$ cat config.mk
export PLATFORM = sky130hd
export DESIGN_NAME = core_top
export DESIGN_NICKNAME = d
export VERILOG_FILES = /design/src/common/rv32_isa_pkg.sv /design/src/common/pipe_ctrl_pkg.sv /design/src/logic/hazard_unit.sv /design/src/core/fetch_stage.sv /design/src/core/execute_stage.sv /design/src/core/core_top.sv
export VERILOG_INCLUDE_DIRS = /design/src /design/src/common
export SDC_FILE = /design/constraint.sdc
export NUM_CORES = 2
export LEC_CHECK = 0
export BUFFER_PORTS_ARGS = -buffer_cell sky130_fd_sc_hd__buf_2
export CAP_MARGIN = 25
export CORE_MARGIN = 8
export CORE_UTILIZATION = 45
export DETAILED_ROUTE_END_ITERATION = 7
export PLACE_DENSITY_LB_ADDON = 0.25
export SLEW_MARGIN = 20
export SYNTH_ARGS = -nofsm -noshare
export SYNTH_HDL_FRONTEND = slang
export SYNTH_SLANG_ARGS = --single-unit
$ cat constraint.sdc
create_clock -name clk -period 11.7 [get_ports clk]
set_input_delay 1.17 -clock clk [delete_from_list [all_inputs] [get_ports clk]]
set_output_delay 1.17 -clock clk [all_outputs]
set_load 0.1 [all_outputs]
$ cat src/common/core_config.svh
// core configuration defines: reset pc, trap pc and register count
`ifndef CORE_CONFIG_SVH
`define CORE_CONFIG_SVH

// first fetch address after reset
`define CORE_RESET_PC 32'h0000_0000

// fetch redirect on an illegal instruction, trap code sits here
`define CORE_TRAP_PC 32'h0000_0100

`define CORE_NREGS 32 // x0..x31, x0 reads as zero

`endif

$ cat src/common/rv32_isa_pkg.sv
// rv32i subset isa package: opcodes, funct codes, format structs and instruction union
package rv32_isa_pkg;

  // major opcodes of the supported subset
  typedef enum logic [6:0] {
    OPC_OP     = 7'b0110011, // add, sub
    OPC_OP_IMM = 7'b0010011, // addi
    OPC_LOAD   = 7'b0000011, // lw
    OPC_STORE  = 7'b0100011, // sw
    OPC_BRANCH = 7'b1100011, // beq, bne
    OPC_JAL    = 7'b1101111,
    OPC_SYSTEM = 7'b1110011  // only ecall, used as halt
  } opcode_e;

  localparam logic [2:0] F3_ADD_SUB = 3'b000;
  localparam logic [2:0] F3_LW      = 3'b010;
  localparam logic [2:0] F3_SW      = 3'b010;
  localparam logic [2:0] F3_BEQ     = 3'b000;
  localparam logic [2:0] F3_BNE     = 3'b001;
  localparam logic [6:0] F7_ADD     = 7'h00;
  localparam logic [6:0] F7_SUB     = 7'h20; // bit 5 picks subtract

  localparam logic [31:0] HALT_WORD = 32'h0000_0073; // ecall pattern

  typedef struct packed {
    logic [6:0] funct7;
    logic [4:0] rs2;
    logic [4:0] rs1;
    logic [2:0] funct3;
    logic [4:0] rd;
    opcode_e    opcode;
  } rtype_s;

  typedef struct packed {
    logic [11:0] imm;
    logic [4:0]  rs1;
    logic [2:0]  funct3;
    logic [4:0]  rd;
    opcode_e     opcode;
  } itype_s;

  typedef struct packed {
    logic [6:0] imm_hi; // imm[11:5]
    logic [4:0] rs2;
    logic [4:0] rs1;
    logic [2:0] funct3;
    logic [4:0] imm_lo; // imm[4:0]
    opcode_e    opcode;
  } stype_s;

  // branch offset bits are scattered, bit 0 is implied zero
  typedef struct packed {
    logic       imm12;
    logic [5:0] imm10_5;
    logic [4:0] rs2;
    logic [4:0] rs1;
    logic [2:0] funct3;
    logic [3:0] imm4_1;
    logic       imm11;
    opcode_e    opcode;
  } btype_s;

  typedef struct packed {
    logic       imm20;
    logic [9:0] imm10_1;
    logic       imm11;
    logic [7:0] imm19_12;
    logic [4:0] rd;
    opcode_e    opcode;
  } jtype_s;

  // one fetched word, read through whichever format the opcode implies
  typedef union packed {
    rtype_s      r;
    itype_s      i;
    stype_s      s;
    btype_s      b;
    jtype_s      j;
    logic [31:0] raw;
  } instr_u;

endpackage

$ cat src/common/pipe_ctrl_pkg.sv
// pipeline control package: next-pc select and fetch/execute latch type
package pipe_ctrl_pkg;

  // where the pc goes when pc_en is high
  typedef enum logic {
    NPC_SEQ    = 1'b0, // pc + 4
    NPC_TARGET = 1'b1  // branch, jump or trap target from execute
  } npc_sel_e;

  // fetch/execute latch, 65 bits
  typedef struct packed {
    logic        valid; // entry holds a fetched instruction
    logic [31:0] pc;
    logic [31:0] instr; // raw word, execute views it as instr_u
  } fe_ex_s;

  localparam fe_ex_s FE_EX_EMPTY = '0; // bubble

endpackage

$ cat src/logic/hazard_unit.sv
// hazard unit: stall, flush, pc enable and next-pc select for the two-stage core
`timescale 1ns/1ns

module hazard_unit (
  input  logic                    dren,
  input  logic                    dwen,
  input  logic                    jump,
  input  logic                    branch,
  input  logic                    mispredict,
  input  logic                    illegal,
  input  logic                    halt,
  input  logic                    iren,
  input  logic                    imem_busy,
  input  logic                    dmem_busy,
  output logic                    pc_en,
  output pipe_ctrl_pkg::npc_sel_e npc_sel,
  output logic                    fe_ex_stall,
  output logic                    fe_ex_flush
);
  import pipe_ctrl_pkg::*;

  logic dmem_access;
  logic wait_imem;   // fetch outstanding
  logic wait_dmem;   // load or store outstanding
  logic branch_jump; // taken branch or jal
  logic redirect;    // anything that sends fetch to target
  logic ex_flush;    // exception ready to flush

  assign dmem_access = dren | dwen;
  assign wait_imem   = iren & imem_busy;
  assign wait_dmem   = dmem_access & dmem_busy;
  assign branch_jump = jump | (branch & mispredict);
  assign redirect    = branch_jump | illegal;
  assign ex_flush    = illegal & ~wait_imem; // trap waits until iaddr may move

  assign npc_sel = redirect ? NPC_TARGET : NPC_SEQ;

  // pc only moves once the fetch is done, redirects included
  assign pc_en = ~wait_imem & ~wait_dmem & ~halt;

  // a redirect waiting on imem is held, anything else retiring under an imem
  // wait is flushed so it cannot execute twice
  assign fe_ex_flush = ex_flush | (branch_jump & ~wait_imem) |
                       (wait_imem & ~wait_dmem & ~redirect & ~halt);

  assign fe_ex_stall = (wait_dmem | (wait_imem & redirect) | halt) & ~ex_flush;

endmodule

$ cat src/core/fetch_stage.sv
// fetch stage: program counter, instruction memory request and fetch/execute latch
`timescale 1ns/1ns

`include "core_config.svh"

module fetch_stage (
  input  logic                  clk,
  input  logic                  rst,
  input  logic                  pc_en,
  input  pipe_ctrl_pkg::npc_sel_e npc_sel,
  input  logic [31:0]           target,
  input  logic                  fe_ex_stall,
  input  logic                  fe_ex_flush,
  input  logic [31:0]           irdata,
  input  logic                  imem_busy,
  output logic                  iren,
  output logic [31:0]           iaddr,
  output pipe_ctrl_pkg::fe_ex_s latch
);
  import pipe_ctrl_pkg::*;

  logic [31:0] pc_q;       // address being fetched
  logic [31:0] pc_next;
  logic        fetch_done; // irdata valid this cycle

  assign iren       = ~rst; // requests every cycle out of reset and the top level drops it on halt
  assign iaddr      = pc_q; // only moves with pc_en and so stays stable while busy
  assign fetch_done = iren & ~imem_busy;

  assign pc_next = (npc_sel == NPC_TARGET) ? target : pc_q + 32'd4;

  always_ff @(posedge clk) begin
    if (rst) begin
      pc_q <= `CORE_RESET_PC;
    end else if (pc_en) begin
      pc_q <= pc_next; // sequential, redirect or trap
    end
  end

  // flush beats stall and a stalled latch keeps its entry
  always_ff @(posedge clk) begin
    if (rst) begin
      latch <= FE_EX_EMPTY;
    end else if (fe_ex_flush) begin
      latch.valid <= 1'b0; // wrong path or already retired
    end else if (!fe_ex_stall) begin
      latch.valid <= fetch_done; // bubble while the fetch still waits
      latch.pc    <= pc_q;
      latch.instr <= irdata;
    end
  end

endmodule

$ cat src/core/execute_stage.sv
// execute stage: decoder, register file, alu, branch/jump resolution, data memory port, halt flag
`timescale 1ns/1ns

`include "core_config.svh"

module execute_stage (
  input  logic                  clk,
  input  logic                  rst,
  input  pipe_ctrl_pkg::fe_ex_s latch,
  input  logic [31:0]           drdata,
  input  logic                  dmem_busy,
  output logic                  dren,
  output logic                  dwen,
  output logic [31:0]           daddr,
  output logic [31:0]           dwdata,
  output logic                  jump,
  output logic                  branch,
  output logic                  mispredict,
  output logic                  illegal,
  output logic                  halt,
  output logic [31:0]           target
);
  import rv32_isa_pkg::*;

  instr_u      ins;
  opcode_e     opc;
  logic        is_op, is_opimm, is_load, is_store, is_branch, is_jal, is_halt;
  logic        legal;
  logic        active; // valid entry and core not halted
  logic        exec;   // active and decodes cleanly
  logic [31:0] i_imm, s_imm, b_imm, j_imm;
  logic [31:0] rs1_val, rs2_val;
  logic [31:0] alu_res;
  logic        taken;
  logic        rf_wen;
  logic [31:0] rf_wdata;
  logic        halt_q;
  logic [31:0] regs [`CORE_NREGS];

  assign ins = latch.instr;
  assign opc = ins.r.opcode; // opcode sits in the same bits for every format

  always_comb begin
    is_op     = 1'b0;
    is_opimm  = 1'b0;
    is_load   = 1'b0;
    is_store  = 1'b0;
    is_branch = 1'b0;
    is_jal    = 1'b0;
    is_halt   = 1'b0;
    case (opc)
      OPC_OP: begin
        is_op = 1'b1;
        legal = (ins.r.funct3 == F3_ADD_SUB) &&
                (ins.r.funct7 == F7_ADD || ins.r.funct7 == F7_SUB);
      end
      OPC_OP_IMM: begin
        is_opimm = 1'b1;
        legal    = (ins.i.funct3 == F3_ADD_SUB); // addi only
      end
      OPC_LOAD: begin
        is_load = 1'b1;
        legal   = (ins.i.funct3 == F3_LW); // word loads only
      end
      OPC_STORE: begin
        is_store = 1'b1;
        legal    = (ins.s.funct3 == F3_SW);
      end
      OPC_BRANCH: begin
        is_branch = 1'b1;
        legal     = (ins.b.funct3 == F3_BEQ) || (ins.b.funct3 == F3_BNE);
      end
      OPC_JAL: begin
        is_jal = 1'b1;
        legal  = 1'b1;
      end
      OPC_SYSTEM: begin
        is_halt = (ins.raw == HALT_WORD);
        legal   = is_halt; // any other system word traps
      end
      default: legal = 1'b0;
    endcase
  end

  assign active = latch.valid & ~halt_q;
  assign exec   = active & legal;

  // immediates rebuilt from the format views
  assign i_imm = {{20{ins.i.imm[11]}}, ins.i.imm};
  assign s_imm = {{20{ins.s.imm_hi[6]}}, ins.s.imm_hi, ins.s.imm_lo};
  assign b_imm = {{19{ins.b.imm12}}, ins.b.imm12, ins.b.imm11, ins.b.imm10_5,
                  ins.b.imm4_1, 1'b0};
  assign j_imm = {{11{ins.j.imm20}}, ins.j.imm20, ins.j.imm19_12, ins.j.imm11,
                  ins.j.imm10_1, 1'b0};

  assign rs1_val = (ins.r.rs1 == 5'd0) ? 32'd0 : regs[ins.r.rs1]; // x0 hardwired
  assign rs2_val = (ins.r.rs2 == 5'd0) ? 32'd0 : regs[ins.r.rs2];

  always_comb begin
    if (is_opimm) begin
      alu_res = rs1_val + i_imm;
    end else if (ins.r.funct7 == F7_SUB) begin
      alu_res = rs1_val - rs2_val;
    end else begin
      alu_res = rs1_val + rs2_val;
    end
  end

  assign dren   = exec & is_load;
  assign dwen   = exec & is_store;
  assign daddr  = rs1_val + (is_store ? s_imm : i_imm); // held by the stall while busy
  assign dwdata = rs2_val;

  assign taken      = (ins.b.funct3 == F3_BNE) ? (rs1_val != rs2_val) : (rs1_val == rs2_val);
  assign jump       = exec & is_jal;
  assign branch     = exec & is_branch;
  assign mispredict = exec & is_branch & taken; // not-taken prediction
  assign illegal    = active & ~legal;

  always_comb begin
    if (illegal) begin
      target = `CORE_TRAP_PC;
    end else if (is_jal) begin
      target = latch.pc + j_imm;
    end else begin
      target = latch.pc + b_imm;
    end
  end

  // retire, a load waits for its data
  assign rf_wen   = exec & (is_op | is_opimm | is_jal | (is_load & ~dmem_busy));
  assign rf_wdata = is_load ? drdata : (is_jal ? latch.pc + 32'd4 : alu_res);

  always_ff @(posedge clk) begin
    if (rf_wen && ins.r.rd != 5'd0) begin
      regs[ins.r.rd] <= rf_wdata;
    end
  end

  always_ff @(posedge clk) begin
    if (rst) begin
      halt_q <= 1'b0;
    end else if (exec && is_halt) begin
      halt_q <= 1'b1; // sticky until reset
    end
  end

  assign halt = halt_q;

endmodule

$ cat src/core/core_top.sv
// core top level: fetch stage, execute stage and hazard unit wired to both memory ports
`timescale 1ns/1ns

module core_top (
  input  logic        clk,
  input  logic        rst,
  input  logic [31:0] irdata,
  input  logic        imem_busy,
  input  logic [31:0] drdata,
  input  logic        dmem_busy,
  output logic        iren,
  output logic        iaddr_unused_guard_n,
  output logic [31:0] iaddr,
  output logic        dren,
  output logic        dwen,
  output logic [31:0] daddr,
  output logic [31:0] dwdata,
  output logic        halted
);
  import pipe_ctrl_pkg::*;

  logic        pc_en;
  npc_sel_e    npc_sel;
  logic        fe_ex_stall;
  logic        fe_ex_flush;
  logic [31:0] target;
  fe_ex_s      latch;
  logic        fetch_iren; // raw request from fetch
  logic        jump, branch, mispredict, illegal, halt;

  assign iren   = fetch_iren & ~halt; // no fetches once halted
  assign halted = halt;

  assign iaddr_unused_guard_n = ~halt;

  fetch_stage i_fetch (
    .clk(clk), .rst(rst),
    .pc_en(pc_en), .npc_sel(npc_sel), .target(target),
    .fe_ex_stall(fe_ex_stall), .fe_ex_flush(fe_ex_flush),
    .irdata(irdata), .imem_busy(imem_busy),
    .iren(fetch_iren), .iaddr(iaddr), .latch(latch)
  );

  execute_stage i_execute (
    .clk(clk), .rst(rst), .latch(latch),
    .drdata(drdata), .dmem_busy(dmem_busy),
    .dren(dren), .dwen(dwen), .daddr(daddr), .dwdata(dwdata),
    .jump(jump), .branch(branch), .mispredict(mispredict),
    .illegal(illegal), .halt(halt), .target(target)
  );

  hazard_unit i_hazard (
    .dren(dren), .dwen(dwen), .jump(jump), .branch(branch),
    .mispredict(mispredict), .illegal(illegal), .halt(halt),
    .iren(iren), .imem_busy(imem_busy), .dmem_busy(dmem_busy),
    .pc_en(pc_en), .npc_sel(npc_sel),
    .fe_ex_stall(fe_ex_stall), .fe_ex_flush(fe_ex_flush)
  );

endmodule

==> results.json <==
{
  "run_status": "completed",
  "placementRows": 135,
  "io_buffer_count": 168,
  "ctsHoldBuffers": 0,
  "cts_root_buffer": "sky130_fd_sc_hd__clkbuf_16",
  "rsz0062_at_grt": "no",
  "cts.sink_count": 1132,
  "timing.final.hold_violations": 0,
  "drc": 0,
  "whs_endpoint": "i_fetch.latch[0]$_SDFFE_PP0P_",
  "dp_hpwl_mm": 126,
  "clk_pin_slew_ns": 0.06,
  "critPathSlowestCell": "sky130_fd_sc_hd__dfxtp_4",
  "power.share.clock": 0.267,
  "r2r_cells": 20,
  "cts-buffers-inserted": 116,
  "final-max-slew-violation-count": 0,
  "worstPathCellList": "buf_4, buf_4, buf_16, mux4_2, mux4_2, nand2_1, a21oi_1, ha_1, a21oi_1, o21ai_0, a21oi_1, o31ai_1, a21oi_1, nor2b_1, o21ai_0, nand2b_1, a21oi_1, o21ai_0, xnor2_1, buf_2",
  "critical_path.most_common_cell": "sky130_fd_sc_hd__a21oi_1",
  "timing.fmax_mhz": 115,
  "post_drt_wl_per_cell_um": 33.0,
  "crit_type": "reg -> out",
  "combinationalPowerShare": 0.340,
  "synth_sequential_area_ratio": 0.536,
  "drt_iter0_drc": 4866,
  "nNetsFinal": 4519,
  "worst-endpoint-arrival_ns": 7.50,
  "hold_depth": 2,
  "grt_first_pass_wirelength_mm": 292,
  "intPower_mw": 9.01,
  "maxCapViolCount": 0,
  "htreeDepth": 3,
  "worst_case_headroom_to_the_max_slew_limit": 0.262,
  "placeableCoreArea_mm2": 0.135,
  "total_leakage_power_nw": 22.8,
  "synth_enable_flop_cells": 1024,
  "clock_skew_ns": 0.0465,
  "die_width_um": 385,
  "p_sw_frac": 0.364,
  "number_of_global_route_vias_before_repair": 40600,
  "finalWirelength_mm": 205,
  "globalRoute.totalOverflow": 0,
  "timing.hold.worst.start": "i_fetch.latch[0]$_SDFFE_PP0P_",
  "groute.usage.overall": 0.271,
  "critPathCaptureType": "primary output",
  "clockBufferDepth": 3,
  "ioPinCount": 169,
  "synthToLayoutAreaGrowth_pct": 11.7,
  "finalSetupViolCount": 0,
  "power_density_mw_per_mm2": 207,
  "worst_slew_pin_slew_ns": 1.11,
  "netlist_top_cells_count": "sky130_fd_sc_hd__edfxtp_1 (1024), sky130_fd_sc_hd__mux4_2 (595), sky130_fd_sc_hd__nand2_1 (352), sky130_fd_sc_hd__a21oi_1 (268), sky130_fd_sc_hd__nor2_1 (198)",
  "grt_start_max_net_pins": 133,
  "vias": 41000,
  "tritoncts": "yes",
  "clk-insertion-delay-late_ns": 0.77,
  "tns_ns": 0,
  "syn_area_per_cell_um2": 14.7,
  "sequentialPowerShare": 0.393,
  "yosys.area.top_type_share": 0.501,
  "netSwitchingPower_mw": 5.16,
  "critical_path.top_delay_family": "compound AO/OA/AOI/OAI gates",
  "cts_resized": 0,
  "synth_seq_cells": 1132,
  "worst_ir_drop_vdd_mv": 0.225,
  "critical-path-max-stage-delay_ns": 0.86,
  "cp_max_fo": 39,
  "postSynth.topFlopCell": "sky130_fd_sc_hd__edfxtp_1",
  "ys_top_cells_by_area": "sky130_fd_sc_hd__edfxtp_1 (50%), sky130_fd_sc_hd__mux4_2 (22%), sky130_fd_sc_hd__dfxtp_1 (3.5%)",
  "rrSetupSlack_ns": 3.92,
  "fin_crit_ns": 8.67,
  "post_cts.repair.setup_buffers": 0,
  "count_leader_synth": "sky130_fd_sc_hd__edfxtp_1",
  "post-layout-total-power_mw": 14.2,
  "gp_routability_congestion": 0.986,
  "effective_utilization_at_floorplan": 0.453,
  "route.detailed.vias_per_inst": 6.60,
  "timing.final.crit_share": 0.741,
  "die_area_mm2": 0.149,
  "drive_above_1_share": 0.269,
  "timing.hold.ws_ns": 0.479,
  "critical_path.n_buffers_inverters": 4,
  "worstHoldPathType": "reg -> reg",
  "post_synth_inst_count": 4179,
  "diodes": 0,
  "route.antenna.remaining_nets": 0,
  "syn_area_mm2": 0.0614,
  "yosys_warnings": 0,
  "synth.largest_area_cell": "sky130_fd_sc_hd__edfxtp_1",
  "critical_path.startpoint_type": "flip-flop",
  "ys_types": 114,
  "timing.rr.end": "i_execute.regs[13][29]$_DFFE_PP_",
  "grt_antenna_before_repair": 2,
  "drtPass1Iterations": 6,
  "die_y_um": 385,
  "synth-async-reset-ratio": 0,
  "required_ns": 10.53
}
-- metal layers --
layer | vias up | GRT usage | wire, um
li1 | 17100 | - | -
met1 | 21100 | 0.361 | 78600
met2 | 2328 | 0.423 | 93900
met3 | 490 | 0.0595 | 20300
met4 | 0 | 0.134 | 11800
met5 | - | 0 | 0
-- registers in the layout, indices dropped and copies added (netlist names), named ones only --
name / count
i_execute.regs: 1024
i_execute.halt: 1
i_fetch.latch: 65
i_fetch.iaddr: 32
-- power groups by stage --
stage / Clock (mW) / Combinational (mW) / Sequential [mW]
2_1_floorplan: 0 / 3.11 / 5.66
3_3_place_gp: 0 / 4.66 / 5.66
3_5_place_dp: 0 / 4.73 / 5.66
4_1_cts: 3.84 / 4.74 / 5.57
5_1_grt: 3.98 / 5.07 / 5.58
6_report: 3.79 / 4.81 / 5.57
-- worst max-delay path by stage --
| stage | to | slack, ns | depth (start not counted) |
|---|---|---|---|
| finish | daddr[31] | 3.03 | 20 |
| global route | daddr[31] | 2.58 | 20 |
| CTS | daddr[28] | 2.78 | 17 |
| detailed placement | i_execute.regs[0][29]$_DFFE_PP_ | 3.61 | 19 |
| global placement | daddr[24] | 3.67 | 18 |
| floorplan | i_execute.regs[0][29]$_DFFE_PP_ | 2.95 | 25 |
-- through the flow --
step / setup WS (ns) / instance area (um^2) / utilization / cells
2_1_floorplan: 2.95 / 61500 / - / 4210
3_3_place_gp: 3.67 / 64600 / 0.477 / 5979
3_5_place_dp: 3.61 / 64600 / 0.477 / 5983
4_1_cts: 2.78 / 68500 / 0.506 / 6202
5_1_grt: 2.58 / 68600 / 0.506 / 6206
6_report: 3.03 / 68600 / 0.506 / 6206
-- area by class of cell --
class	instances	area, um^2
Inverter	110	420
Fill cell	11400	66900
Clock buffer	143	3080
Multi-Input combinational cell	2687	27400
Timing Repair Buffer	277	1770
Clock inverter	76	798
Tap cell	1781	2230
Sequential cell	1132	32900
-- kinds of logic after synthesis --
| kind of cell | synth area share |
|---|---|
| buffers and inverters | 0.0280 |
| other | 0.0000611 |
| flip-flops | 0.536 |
| AO/OA/AOI/OAI | 0.0854 |
| multiplexers | 0.229 |
| adder cells (fa/ha/maj) | 0.0277 |
| XOR/XNOR | 0.0241 |
| AND/OR/NAND/NOR | 0.0694 |
-- worst register-to-register path: stages (launching register included) --
cell and delay (ns):
sky130_fd_sc_hd__dfxtp_4 0.86, sky130_fd_sc_hd__buf_4 0.64, sky130_fd_sc_hd__buf_4 0.70, sky130_fd_sc_hd__mux4_2 0.62
sky130_fd_sc_hd__mux4_2 0.48, sky130_fd_sc_hd__nand2_1 0.09, sky130_fd_sc_hd__a21oi_1 0.24, sky130_fd_sc_hd__ha_1 0.58
sky130_fd_sc_hd__nor4_1 0.46, sky130_fd_sc_hd__a221oi_1 0.13, sky130_fd_sc_hd__o31ai_1 0.09, sky130_fd_sc_hd__a21oi_1 0.13
sky130_fd_sc_hd__o311a_1 0.41, sky130_fd_sc_hd__o31a_1 0.33, sky130_fd_sc_hd__nor4_1 0.30, sky130_fd_sc_hd__o21ai_0 0.19
sky130_fd_sc_hd__and3_1 0.20, sky130_fd_sc_hd__a211oi_1 0.22, sky130_fd_sc_hd__xor2_1 0.15, sky130_fd_sc_hd__a221oi_4 0.50
sky130_fd_sc_hd__buf_6 0.28
-- layout by cell type, fill, tap and decap left out, types with 21 or more instances in the layout --
cell                        count
sky130_fd_sc_hd__o22ai_1       39
sky130_fd_sc_hd__clkbuf_16    117
sky130_fd_sc_hd__ha_1         122
sky130_fd_sc_hd__nor2_4        33
sky130_fd_sc_hd__nand4_1       28
sky130_fd_sc_hd__edfxtp_1    1024
sky130_fd_sc_hd__mux4_2       595
sky130_fd_sc_hd__inv_1        105
sky130_fd_sc_hd__clkbuf_1      21
sky130_fd_sc_hd__nand3_1       65
sky130_fd_sc_hd__a21o_1        89
sky130_fd_sc_hd__xor2_1        62
sky130_fd_sc_hd__a211oi_1      27
sky130_fd_sc_hd__clkinv_1      31
sky130_fd_sc_hd__conb_1        32
sky130_fd_sc_hd__o21ai_0      106
sky130_fd_sc_hd__a31oi_1       32
sky130_fd_sc_hd__o21bai_1      24
sky130_fd_sc_hd__buf_2        167
sky130_fd_sc_hd__and3_1        35
sky130_fd_sc_hd__xnor2_1       97
sky130_fd_sc_hd__nor2b_1       30
sky130_fd_sc_hd__nand2b_1      53
sky130_fd_sc_hd__mux2i_1       36
sky130_fd_sc_hd__a21oi_1      260
sky130_fd_sc_hd__a22oi_1       27
sky130_fd_sc_hd__dfxtp_1       99
sky130_fd_sc_hd__buf_4         98
sky130_fd_sc_hd__nor2_1       162
sky130_fd_sc_hd__nor3_1        33
sky130_fd_sc_hd__nand2_1      352
Note: power is estimated with default switching activity, not from simulation.
